**config.mk**
```make
export PLATFORM = sky130hd
export DESIGN_NAME = skew_line
export DESIGN_NICKNAME = d
export VERILOG_FILES = /design/src/rtl/skew_line.sv
export SDC_FILE = /design/constraint.sdc
export NUM_CORES = 1
export LEC_CHECK = 0
export ABC_CLOCK_PERIOD_IN_PS = 1200
export BUFFER_PORTS_ARGS = -buffer_cell sky130_fd_sc_hd__buf_2
export CAP_MARGIN = 10
export CORE_AREA = 8 8 45 47
export CTS_CLUSTER_SIZE = 25
export DETAILED_ROUTE_END_ITERATION = 10
export DIE_AREA = 0 0 53 55
export PLACE_DENSITY = 0.47
export SLEW_MARGIN = 20
export SYNTH_ARGS = -nofsm -noshare
export SYNTH_HDL_FRONTEND = slang
export SYNTH_SLANG_ARGS = --single-unit
export TNS_END_PERCENT = 10
```
**constraint.sdc**
```tcl
create_clock -name clk -period 1.2 [get_ports clk]
set_input_delay 0.18 -clock clk [delete_from_list [all_inputs] [get_ports clk]]
set_output_delay 0.18 -clock clk [all_outputs]
set_load 0.03 [all_outputs]
```
**src/rtl/skew_line.sv**
```systemverilog
`timescale 1ns/1ps
`default_nettype none

module skew_line #(
  parameter int  LANES  = 4,
  parameter type lane_t = logic
) (
  input  logic  clk,
  input  logic  i_rst_n,
  input  logic  i_reverse,
  input  lane_t i_lane [LANES],
  output lane_t o_lane [LANES]
);

  for (genvar l = 0; l < LANES; l++) begin : g_lane
    localparam int FWD   = l;
    localparam int REV   = LANES - 1 - l;
    localparam int DEPTH = (FWD > REV) ? FWD : REV;

    if (DEPTH == 0) begin : g_pass
      assign o_lane[l] = i_lane[l];
    end else begin : g_chain
      lane_t regs [1:DEPTH];
      lane_t fwd_tap;
      lane_t rev_tap;

      // only as deep as the longer of the two delays
      always_ff @(posedge clk or negedge i_rst_n) begin
        if (!i_rst_n) begin
          for (int t = 1; t <= DEPTH; t++) begin
            regs[t] <= '0;
          end
        end else begin
          regs[1] <= i_lane[l];
          for (int t = 2; t <= DEPTH; t++) begin
            regs[t] <= regs[t-1];
          end
        end
      end

      if (FWD == 0) begin : g_fwd_zero
        assign fwd_tap = i_lane[l];
      end else begin : g_fwd_reg
        assign fwd_tap = regs[FWD];
      end

      if (REV == 0) begin : g_rev_zero
        assign rev_tap = i_lane[l];
      end else begin : g_rev_reg
        assign rev_tap = regs[REV];
      end

      assign o_lane[l] = i_reverse ? rev_tap : fwd_tap;
    end
  end

endmodule

`default_nettype wire

```
==> impl_results.md <==
- Outcome: finished with violations
- Failing checks: negative setup slack
- Initial Utilization: 0.213
- Nature of the critical path endpoint: output port
- CTS sink cnt: 10
- Routed WL: 514 µm
- Yosys cell types: 2
- I/O pins: 11
- Placer congestion estimate: 0.599
- Clk Tree Root Cell: clkbuf_4
- Gr usage total: 0.0453
- Worst Hold Class: in2reg
- DR WL/cell: 11.4 µm
- H-tree levels: 1
- Design area: 448 µm²
- Layout cells sized above 1: 0.621
- Filler Cell Count: 150
- Post-synth top area share: 0.847
- Final ANT Viol Nets: 0
- Pwr dens: 1640 nW/µm²
- Antenna diode count: 0
- Max clock buf depth: 2
- Nets: 37
- Worst skew pair latency: 260 ps
- DRC viols: 0
- Worst vdd ir: 0.000608 V
- Reg2reg end: g_lane[2].g_chain.fwd_tap$_DFF_PN0_
- Height of the die: 55 µm
- Vias in the first global route: 190
- Antenna violations before repair: 0
- # port buffers: 10
- Worst Tran Pin Value: 213 ps
- Worst Skew: 0.248 ps
- Seq/Total Area, Yosys: 0.847
- Critical Path Fanout Max: 2
- Flops & latches, synth: 10
- Cell Area, Placed: 365 µm²
- Die width: 53 µm
- Die Footprint: 2920 µm²
- Fin crit share: 1.01
- Reg clk slew, reported paths: 60 ps
- Crit path kind: reg2out
- Leakage Power: 0.000218 µW
- Num CTS Buffers: 3
- Core area: 1380 µm²
- TNS Setup: -34.5 ps
- Slew headroom: 0.858
- Critical path endpoint: o_lane[1]
- Final hold vios: 0
- DRT iter0 DRCs: 1
- Worst r2r path cells: 0
- Multi-input gate area: 56.3 µm²
- Largest net degree at the start of global routing: 11
- WP data arrival: 1040 ps
- Grt ovf: 0
- CP startpoint: g_lane[2].g_chain.rev_tap$_DFF_PN0_
- TritonRoute pass-1 iters: 2
- First-pass GRT wire length: 876 µm
- Vias: 162
- MaxCap Viol Count: 0
- Synth Cell Area: 295 µm²
- Tmin final: 1220 ps
- Pins Over Slew Limit: 0
- CP Data Required Time: 1020 ps
- Detailed placement HPWL: 416 µm
- CP Launch Type: register
- Crit Reg-Reg Startpoint: g_lane[2].g_chain.rev_tap$_DFF_PN0_
- RSZ-0062 raised after global routing: true
- Synth area leader: dfrtp_1
- Post-synthesis cell count: 14
- FF-to-FF setup slack: 710 ps
- Min setup slack post-route: -15.8 ps
- Vias per cell: 3.60
- Mapped Nets: 21
- Row cnt: 14
- FF/Latch Area: 250 µm²
- Setup violations, final: 3
- Synth area leaders: dfrtp_1 (85%), mux2_2 (15%)
- F_max: 0.822 GHz
- Ys Warns: 0
- Mean Syn Cell Area: 21.1 µm²
- Layout area overhead: 51.7%
- CTS tree: yes
routing by layer:
metal	global-route usage	part of all wire	vias up
met1	0.0438	0.43	79
met5	0	0	-
met3	0.0241	0.045	2
met4	0.0517	0.033	0
met2	0.0645	0.49	5
li1	-	-	76
state kept, by name, summed over array words and instances (netlist names):
name	count
g_lane.g_chain.regs	4
g_lane.g_chain.rev_tap	3
g_lane.g_chain.fwd_tap	3
worst min-delay path by stage:
| stage | from | end | slack (ps) | depth (start not counted) |
|---|---|---|---|---|
| after floorplan | i_rst_n | g_lane[0].g_chain.regs[1]$_DFF_PN0_ | -120 | 0 |
| after global placement | i_rst_n | g_lane[1].g_chain.fwd_tap$_DFF_PN0_ | 40 | 1 |
| after detailed placement | i_rst_n | g_lane[1].g_chain.fwd_tap$_DFF_PN0_ | 50 | 1 |
| after CTS | i_lane[1] | g_lane[2].g_chain.rev_tap$_DFF_PN0_ | 10 | 1 |
| after global routing | i_lane[2] | g_lane[1].g_chain.fwd_tap$_DFF_PN0_ | 8 | 1 |
| final | i_lane[2] | g_lane[1].g_chain.fwd_tap$_DFF_PN0_ | 20 | 1 |
layout by cell type (no fill, tap or decap):
| cell | instances |
|---|---|
| clkbuf_4 | 3 |
| dfrtp_1 | 10 |
| mux2_4 | 3 |
| clkbuf_8 | 1 |
| mux2_2 | 1 |
| buf_6 | 4 |
| dlygate4sd3_1 | 1 |
| buf_2 | 6 |
cell type report:
class	instances	share of cell area
Multi-Input combinational cell	4	0.126
Tap cell	16	0.0447
Sequential cell	10	0.559
Clock buffer	4	0.0810
Timing Repair Buffer	11	0.190
cell families (layout without fill, tap and decap cells):
| kind of cell | after synthesis | after routing | share of synthesized area |
|---|---|---|---|
| multiplexers | 4 | 4 | 0.153 |
| buffers and inverters | 0 | 15 | 0 |
| flip-flops | 10 | 10 | 0.847 |
where the power goes:
part / internal [µW] / leakage, µW / switching [µW]
sequential: 354 / 0.000117 / 4.75
combinational: 42.6 / 0.0000805 / 43.1
clock: 184 / 0.0000210 / 106
cells in the mapped netlist:
cell     number
dfrtp_1      10
mux2_2        4
critical path: stages, from the launching register on:
cell and delay (ps):
dfrtp_1 380, mux2_4 260, buf_6 140
metrics by stage:
step / hold WS, ps / setup slack, ps / utilization / total power [µW] / cells
finish: 23.6 / -15.8 / 0.324 / 734 / 45
global route: 8.18 / -62.0 / 0.324 / 775 / 45
detailed placement: 46.9 / 191 / 0.264 / 429 / 40
floorplan: -116 / 332 / - / 398 / 14
global placement: 41.6 / 199 / 0.264 / 429 / 40
CTS: 13.9 / -27.7 / 0.321 / 748 / 45
what timing repair did:
action	4_1_cts	5_1_grt
hold endpoints to repair	10	0
setup buffers	0	0
pin swaps	0	0
endpoints found under the setup margin	4	4
hold buffers	1	0
gates resized for setup	10	1
Power figures use the tool's default switching activity.
