==> src/rtl/rsa_pkg.sv <==
`default_nettype none

package rsa_pkg;

  // array geometry and word size
  localparam int RSA_DW = 16;
  localparam int ARR_X  = 4;
  localparam int ARR_Y  = 4;

  // longest inner dimension and its count width
  localparam int K_MAX = 16;
  localparam int K_W   = 5;

  typedef logic [RSA_DW-1:0] rsa_word_t;

  // mode bit 0, row flow of A
  localparam logic DIR_W2E = 1'b0;
  localparam logic DIR_E2W = 1'b1;

  // mode bit 1, column flow of B
  localparam logic DIR_N2S = 1'b0;
  localparam logic DIR_S2N = 1'b1;

  // row adder combination of product and M
  typedef enum logic [1:0] {
    ADD_PASS = 2'd0,
    ADD_M    = 2'd1,
    SUB_M    = 2'd2,
    M_SUB    = 2'd3
  } adder_mode_t;

  // last operand in until every PE has seen done
  localparam int WAVE_LAT = ARR_X + ARR_Y;

endpackage

`default_nettype wire

==> src/rtl/rsa_ctrl.sv <==
`timescale 1ns/1ps
`default_nettype none

module rsa_ctrl (
  input  logic                      clk,
  input  logic                      i_rst_n,
  input  logic                      i_start,
  input  logic [1:0]                i_mode,
  input  logic [rsa_pkg::K_W-1:0]   i_k_len,
  input  logic                      i_in_valid,
  output logic [1:0]                o_mode_q,
  output logic [rsa_pkg::ARR_Y-1:0] o_cal_en,
  output logic [rsa_pkg::ARR_Y-1:0] o_cal_done,
  output logic                      o_drain_load,
  output logic                      o_drain_shift,
  output logic                      o_busy,
  output logic                      o_done
);

  typedef enum logic [2:0] {
    ST_IDLE,
    ST_FEED,
    ST_WAVE,
    ST_DRAIN,
    ST_FLUSH
  } state_t;

  state_t                  state;
  logic [rsa_pkg::K_W-1:0] cnt;
  logic [rsa_pkg::K_W-1:0] k_len_q;
  logic [1:0]              mode_q;
  logic                    done_q;

  always_ff @(posedge clk or negedge i_rst_n) begin
    if (!i_rst_n) begin
      state   <= ST_IDLE;
      cnt     <= '0;
      k_len_q <= '0;
      mode_q  <= '0;
      done_q  <= 1'b0;
    end else begin
      done_q <= 1'b0;
      case (state)
        ST_IDLE: begin
          if (i_start) begin
            mode_q  <= i_mode;
            k_len_q <= i_k_len;
            cnt     <= '0;
            state   <= ST_FEED;
          end
        end
        ST_FEED: begin
          // count accepted operand beats
          if (i_in_valid) begin
            if (cnt == k_len_q - 1'b1) begin
              cnt   <= '0;
              state <= ST_WAVE;
            end else begin
              cnt <= cnt + 1'b1;
            end
          end
        end
        ST_WAVE: begin
          // done strobe still crossing the grid
          if (cnt == rsa_pkg::WAVE_LAT - 1) begin
            cnt   <= '0;
            state <= ST_DRAIN;
          end else begin
            cnt <= cnt + 1'b1;
          end
        end
        ST_DRAIN: begin
          // one load beat then ARR_Y shifts
          if (cnt == rsa_pkg::ARR_Y) begin
            cnt   <= '0;
            state <= ST_FLUSH;
          end else begin
            cnt <= cnt + 1'b1;
          end
        end
        ST_FLUSH: begin
          // row adder holds the last word
          state  <= ST_IDLE;
          done_q <= 1'b1;
        end
        default: begin
          state <= ST_IDLE;
        end
      endcase
    end
  end

  assign o_mode_q      = mode_q;
  assign o_cal_en      = {rsa_pkg::ARR_Y{(state == ST_FEED) && i_in_valid}};
  assign o_cal_done    = {rsa_pkg::ARR_Y{(state == ST_WAVE) && (cnt == '0)}};
  assign o_drain_load  = (state == ST_DRAIN) && (cnt == '0);
  assign o_drain_shift = (state == ST_DRAIN) && (cnt != '0);
  assign o_busy        = (state != ST_IDLE);
  assign o_done        = done_q;

endmodule

`default_nettype wire

==> config.mk <==
export PLATFORM = sky130hd
export DESIGN_NAME = rsa_ctrl
export DESIGN_NICKNAME = d
export VERILOG_FILES = /design/src/rtl/rsa_pkg.sv /design/src/rtl/rsa_ctrl.sv
export SDC_FILE = /design/constraint.sdc
export NUM_CORES = 1
export LEC_CHECK = 0
export BUFFER_PORTS_ARGS = -buffer_cell sky130_fd_sc_hd__buf_4
export CAP_MARGIN = 20
export CORE_UTILIZATION = 35
export DETAILED_ROUTE_END_ITERATION = 10
export MAX_ROUTING_LAYER = met4
export SLEW_MARGIN = 10
export SYNTH_ARGS = -nofsm -noshare
export SYNTH_HDL_FRONTEND = slang
export SYNTH_SLANG_ARGS = --single-unit
==> constraint.sdc <==
create_clock -name clk -period 2.13 [get_ports clk]
set_clock_uncertainty 0.15 [all_clocks]
set_input_delay 0.426 -clock clk [delete_from_list [all_inputs] [get_ports clk]]
set_output_delay 0.426 -clock clk [all_outputs]
set_load 0.02 [all_outputs]
==> impl_metrics.tcl <==
set metrics [dict create \
    wl_per_cell_um 12.58 \
    die_h_um 55.21 \
    placed_cell_area_um2 1167 \
    ys_warn_count 0 \
    grt_max_degree 17 \
    area_delta_synth_final_pct 29.42 \
    rows 18 \
    sequentialPowerShare_pct 31.4 \
    swShare_pct 44.04 \
    layout.nets 145 \
    final_area_um2 1282 \
    synth_seq_cells 16 \
    via_per_inst 5.050 \
    drtIter0Drc 16 \
    synth.avg_cell_area_um2 9.621 \
    rsz0062_at_grt "yes" \
    syn-instance-count 103 \
    grt_pass1_wl_um 3532 \
    grt-ovfl-total 0 \
    rrSetupSlack_ns 0.21 \
    outcome "complete, no violations" \
    tns_ns 0 \
    p_leak_nw 0.5983 \
    cts_buffers 3 \
    drc_errors 0 \
    required_ns 1.55 \
    crit_path_max_fanout 3 \
    intPower_mw 1.076 \
    die_w_um 55.21 \
    drive_gt1_share_pct 43.85 \
    clockRootBuffer "clkbuf_4" \
    power_mw 1.923 \
    start_util_pct 38.60 \
    routed_wl_um 2012 \
    grt_pass1_vias 781 \
    grt_use_total_pct 15.35 \
    crit_path_start_kind "flip-flop" \
    cts_max_path_buffers 2 \
    clock.fmax_mhz 483.8 \
    final_antenna_net_count 0 \
    clk_pin_slew_ns 0.09 \
    die-area_um2 3048 \
    hold_violations 0 \
    pwr-share-comb_pct 58.2 \
    ys_seq_area_share_pct 40.40 \
    synth_area_um2 991.0 \
    clkPwrFrac_pct 10.4 \
    slew_headroom_pct 74.81 \
    clock_latency_ns 0.29 \
    worst-setup-path-type "flip-flop to output port" \
    slew_viol_final 0 \
    final_util_pct 49.95 \
    power_switching_uw 846.8 \
    gp_congestion 0.8528 \
    max-cap-violations 0 \
    cts_sinks 16 \
    crit_path_end_kind "output port" \
    hold_path.class "input port to flip-flop" \
    antenna_found_initial 0 \
    arrival_ns 1.49 \
    period_share_pct 97.03 \
    worst_pin_slew_ns 0.3729 \
    design.core.area_um2 2567 \
    cts_tree "built" \
    synth_nets 117 \
    diodes 0 \
    period_minus_slack_ns 2.067 \
    io_pins 25 \
    dp_hpwl_um 1479 \
    drt-pass1-iter-count 3 \
    peakVddDrop_uv 862.9 \
    setup_viol_count_final 0 \
    vias 808 \
    cts_max_level 1 \
    portBuffers 24 \
    ys_types 33 \
    powerDensity_nw_per_um2 1499 \
]
## routing by layer
layer	global-route usage, %	up-vias	share of wire, %	wire (µm)
met5	-	-	0	0
met4	7.500	0	2.2	44
li1	-	401	-	-
met3	4.215	6	3.5	70
met1	18.13	386	47	954
met2	24.10	15	47	942
## power groups by stage
stage	registers (mW)	clock network, mW	logic (mW)
after global routing	0.630	0.226	1.22
after detailed placement	0.613	0	0.989
after CTS	0.589	0.213	1.08
after floorplan	0.560	0	0.806
after global placement	0.607	0	0.975
final	0.604	0.200	1.12
## placed cells by master (no fill, tap or decap), drive strengths merged, types with 3 or more instances in the layout
| master | synthesis | layout |
|---|---|---|
| buf | 8 | 30 |
| clkbuf | 0 | 4 |
| dfrtp | 16 | 16 |
| ha | 3 | 3 |
| inv | 7 | 7 |
| mux2 | 6 | 6 |
| nand2 | 12 | 12 |
| nand3 | 3 | 3 |
| nor2 | 9 | 9 |
| nor2b | 3 | 3 |
| nor3 | 4 | 4 |
| o21ai | 4 | 4 |
| xnor2 | 5 | 5 |
| xor2 | 3 | 3 |
## registers in the layout, summed over array words and instances (netlist names)
| register | flops |
|---|---|
| k_len_q | 5 |
| o_mode_q | 2 |
| o_done | 1 |
| cnt | 5 |
| state | 3 |
## cells in the mapped netlist (all sizes together)
cell type   n  area (µm²)
a21oi       2       10.01
nand4       1       6.260
and2        1       7.510
or3         1       6.260
nand3b      2       15.01
nand2b      2       12.51
nor3b       2       15.01
a41oi       2       25.03
o211ai      2       20.02
o21ai       4       20.01
xnor2       5       43.79
o22ai       2       12.51
nor3        4       25.02
buf         8       61.30
inv         7       26.28
nor2b       3       18.77
a31oi       1       21.27
mux2        6       67.56
dfrtp      16       400.4
ha          3       37.54
a31o        1       8.760
o21bai      1       7.510
nor2        9       36.29
xor2        3       26.28
nand3       3       15.01
nand2      12       45.04
## metrics by stage
| stage | instances | setup slack [ns] | hold slack [ns] |
|---|---|---|---|
| 2_1_floorplan | 103 | 0.08285 | -0.01959 |
| 3_3_place_gp | 151 | 0.2580 | 0.1506 |
| 3_5_place_dp | 151 | 0.2013 | 0.1499 |
| 4_1_cts | 160 | 0.006560 | 0.1810 |
| 5_1_grt | 160 | -0.03259 | 0.1923 |
| 6_report | 160 | 0.06321 | 0.1925 |
## layout make-up
cell class,count,area (µm²)
well taps,30,37.54
clock buffers,4,36.28
fillers,246,1285
repair buffers,31,239.0
inverters,7,26.28
flip-flops and latches,16,406.6
multi-input cells,72,536.8
## kinds of logic after synthesis
| group | count (synthesis) | synth area share, % |
|---|---|---|
| AOI/OAI and AO/OA | 15 | 12.63 |
| muxes | 6 | 6.818 |
| and+or+nand+nor | 40 | 20.45 |
| adders and majority gates | 3 | 3.788 |
| DFF | 16 | 40.40 |
| buffers and inverters | 15 | 8.838 |
| xor gates and xnor gates | 8 | 7.071 |
## worst paths after layout
| check | start | to | depth (start not counted) |
|---|---|---|---|
| worst max-delay path | cnt[0] | o_drain_load | 6 |
| worst min-delay path | i_k_len[1] | k_len_q[1] | 3 |
| worst max register to register | k_len_q[0] | cnt[1] | 7 |
| worst min register to register | o_mode_q[0] | o_mode_q[0] | 1 |
| max in group asynchronous | i_rst_n | cnt[2] | 2 |
| min in group asynchronous | i_rst_n | k_len_q[2] | 2 |
## worst max-delay path: stages (launching register included)
cell	delay, ns
dfrtp_2	0.42
inv_2	0.09
ha_4	0.14
nand3b_1	0.16
buf_4	0.20
nor2_4	0.08
buf_6	0.12
## timing repair
action / in CTS / in global routing
pin swaps: 2 / 3
setup buffers: 4 / 0
gates resized for setup: 3 / 10
endpoints found under the hold margin: 16 / 0
setup endpoints to repair: 4 / 9
hold buffers: 1 / 0
cloned: 0 / 0
Power figures use the tool's default switching activity.
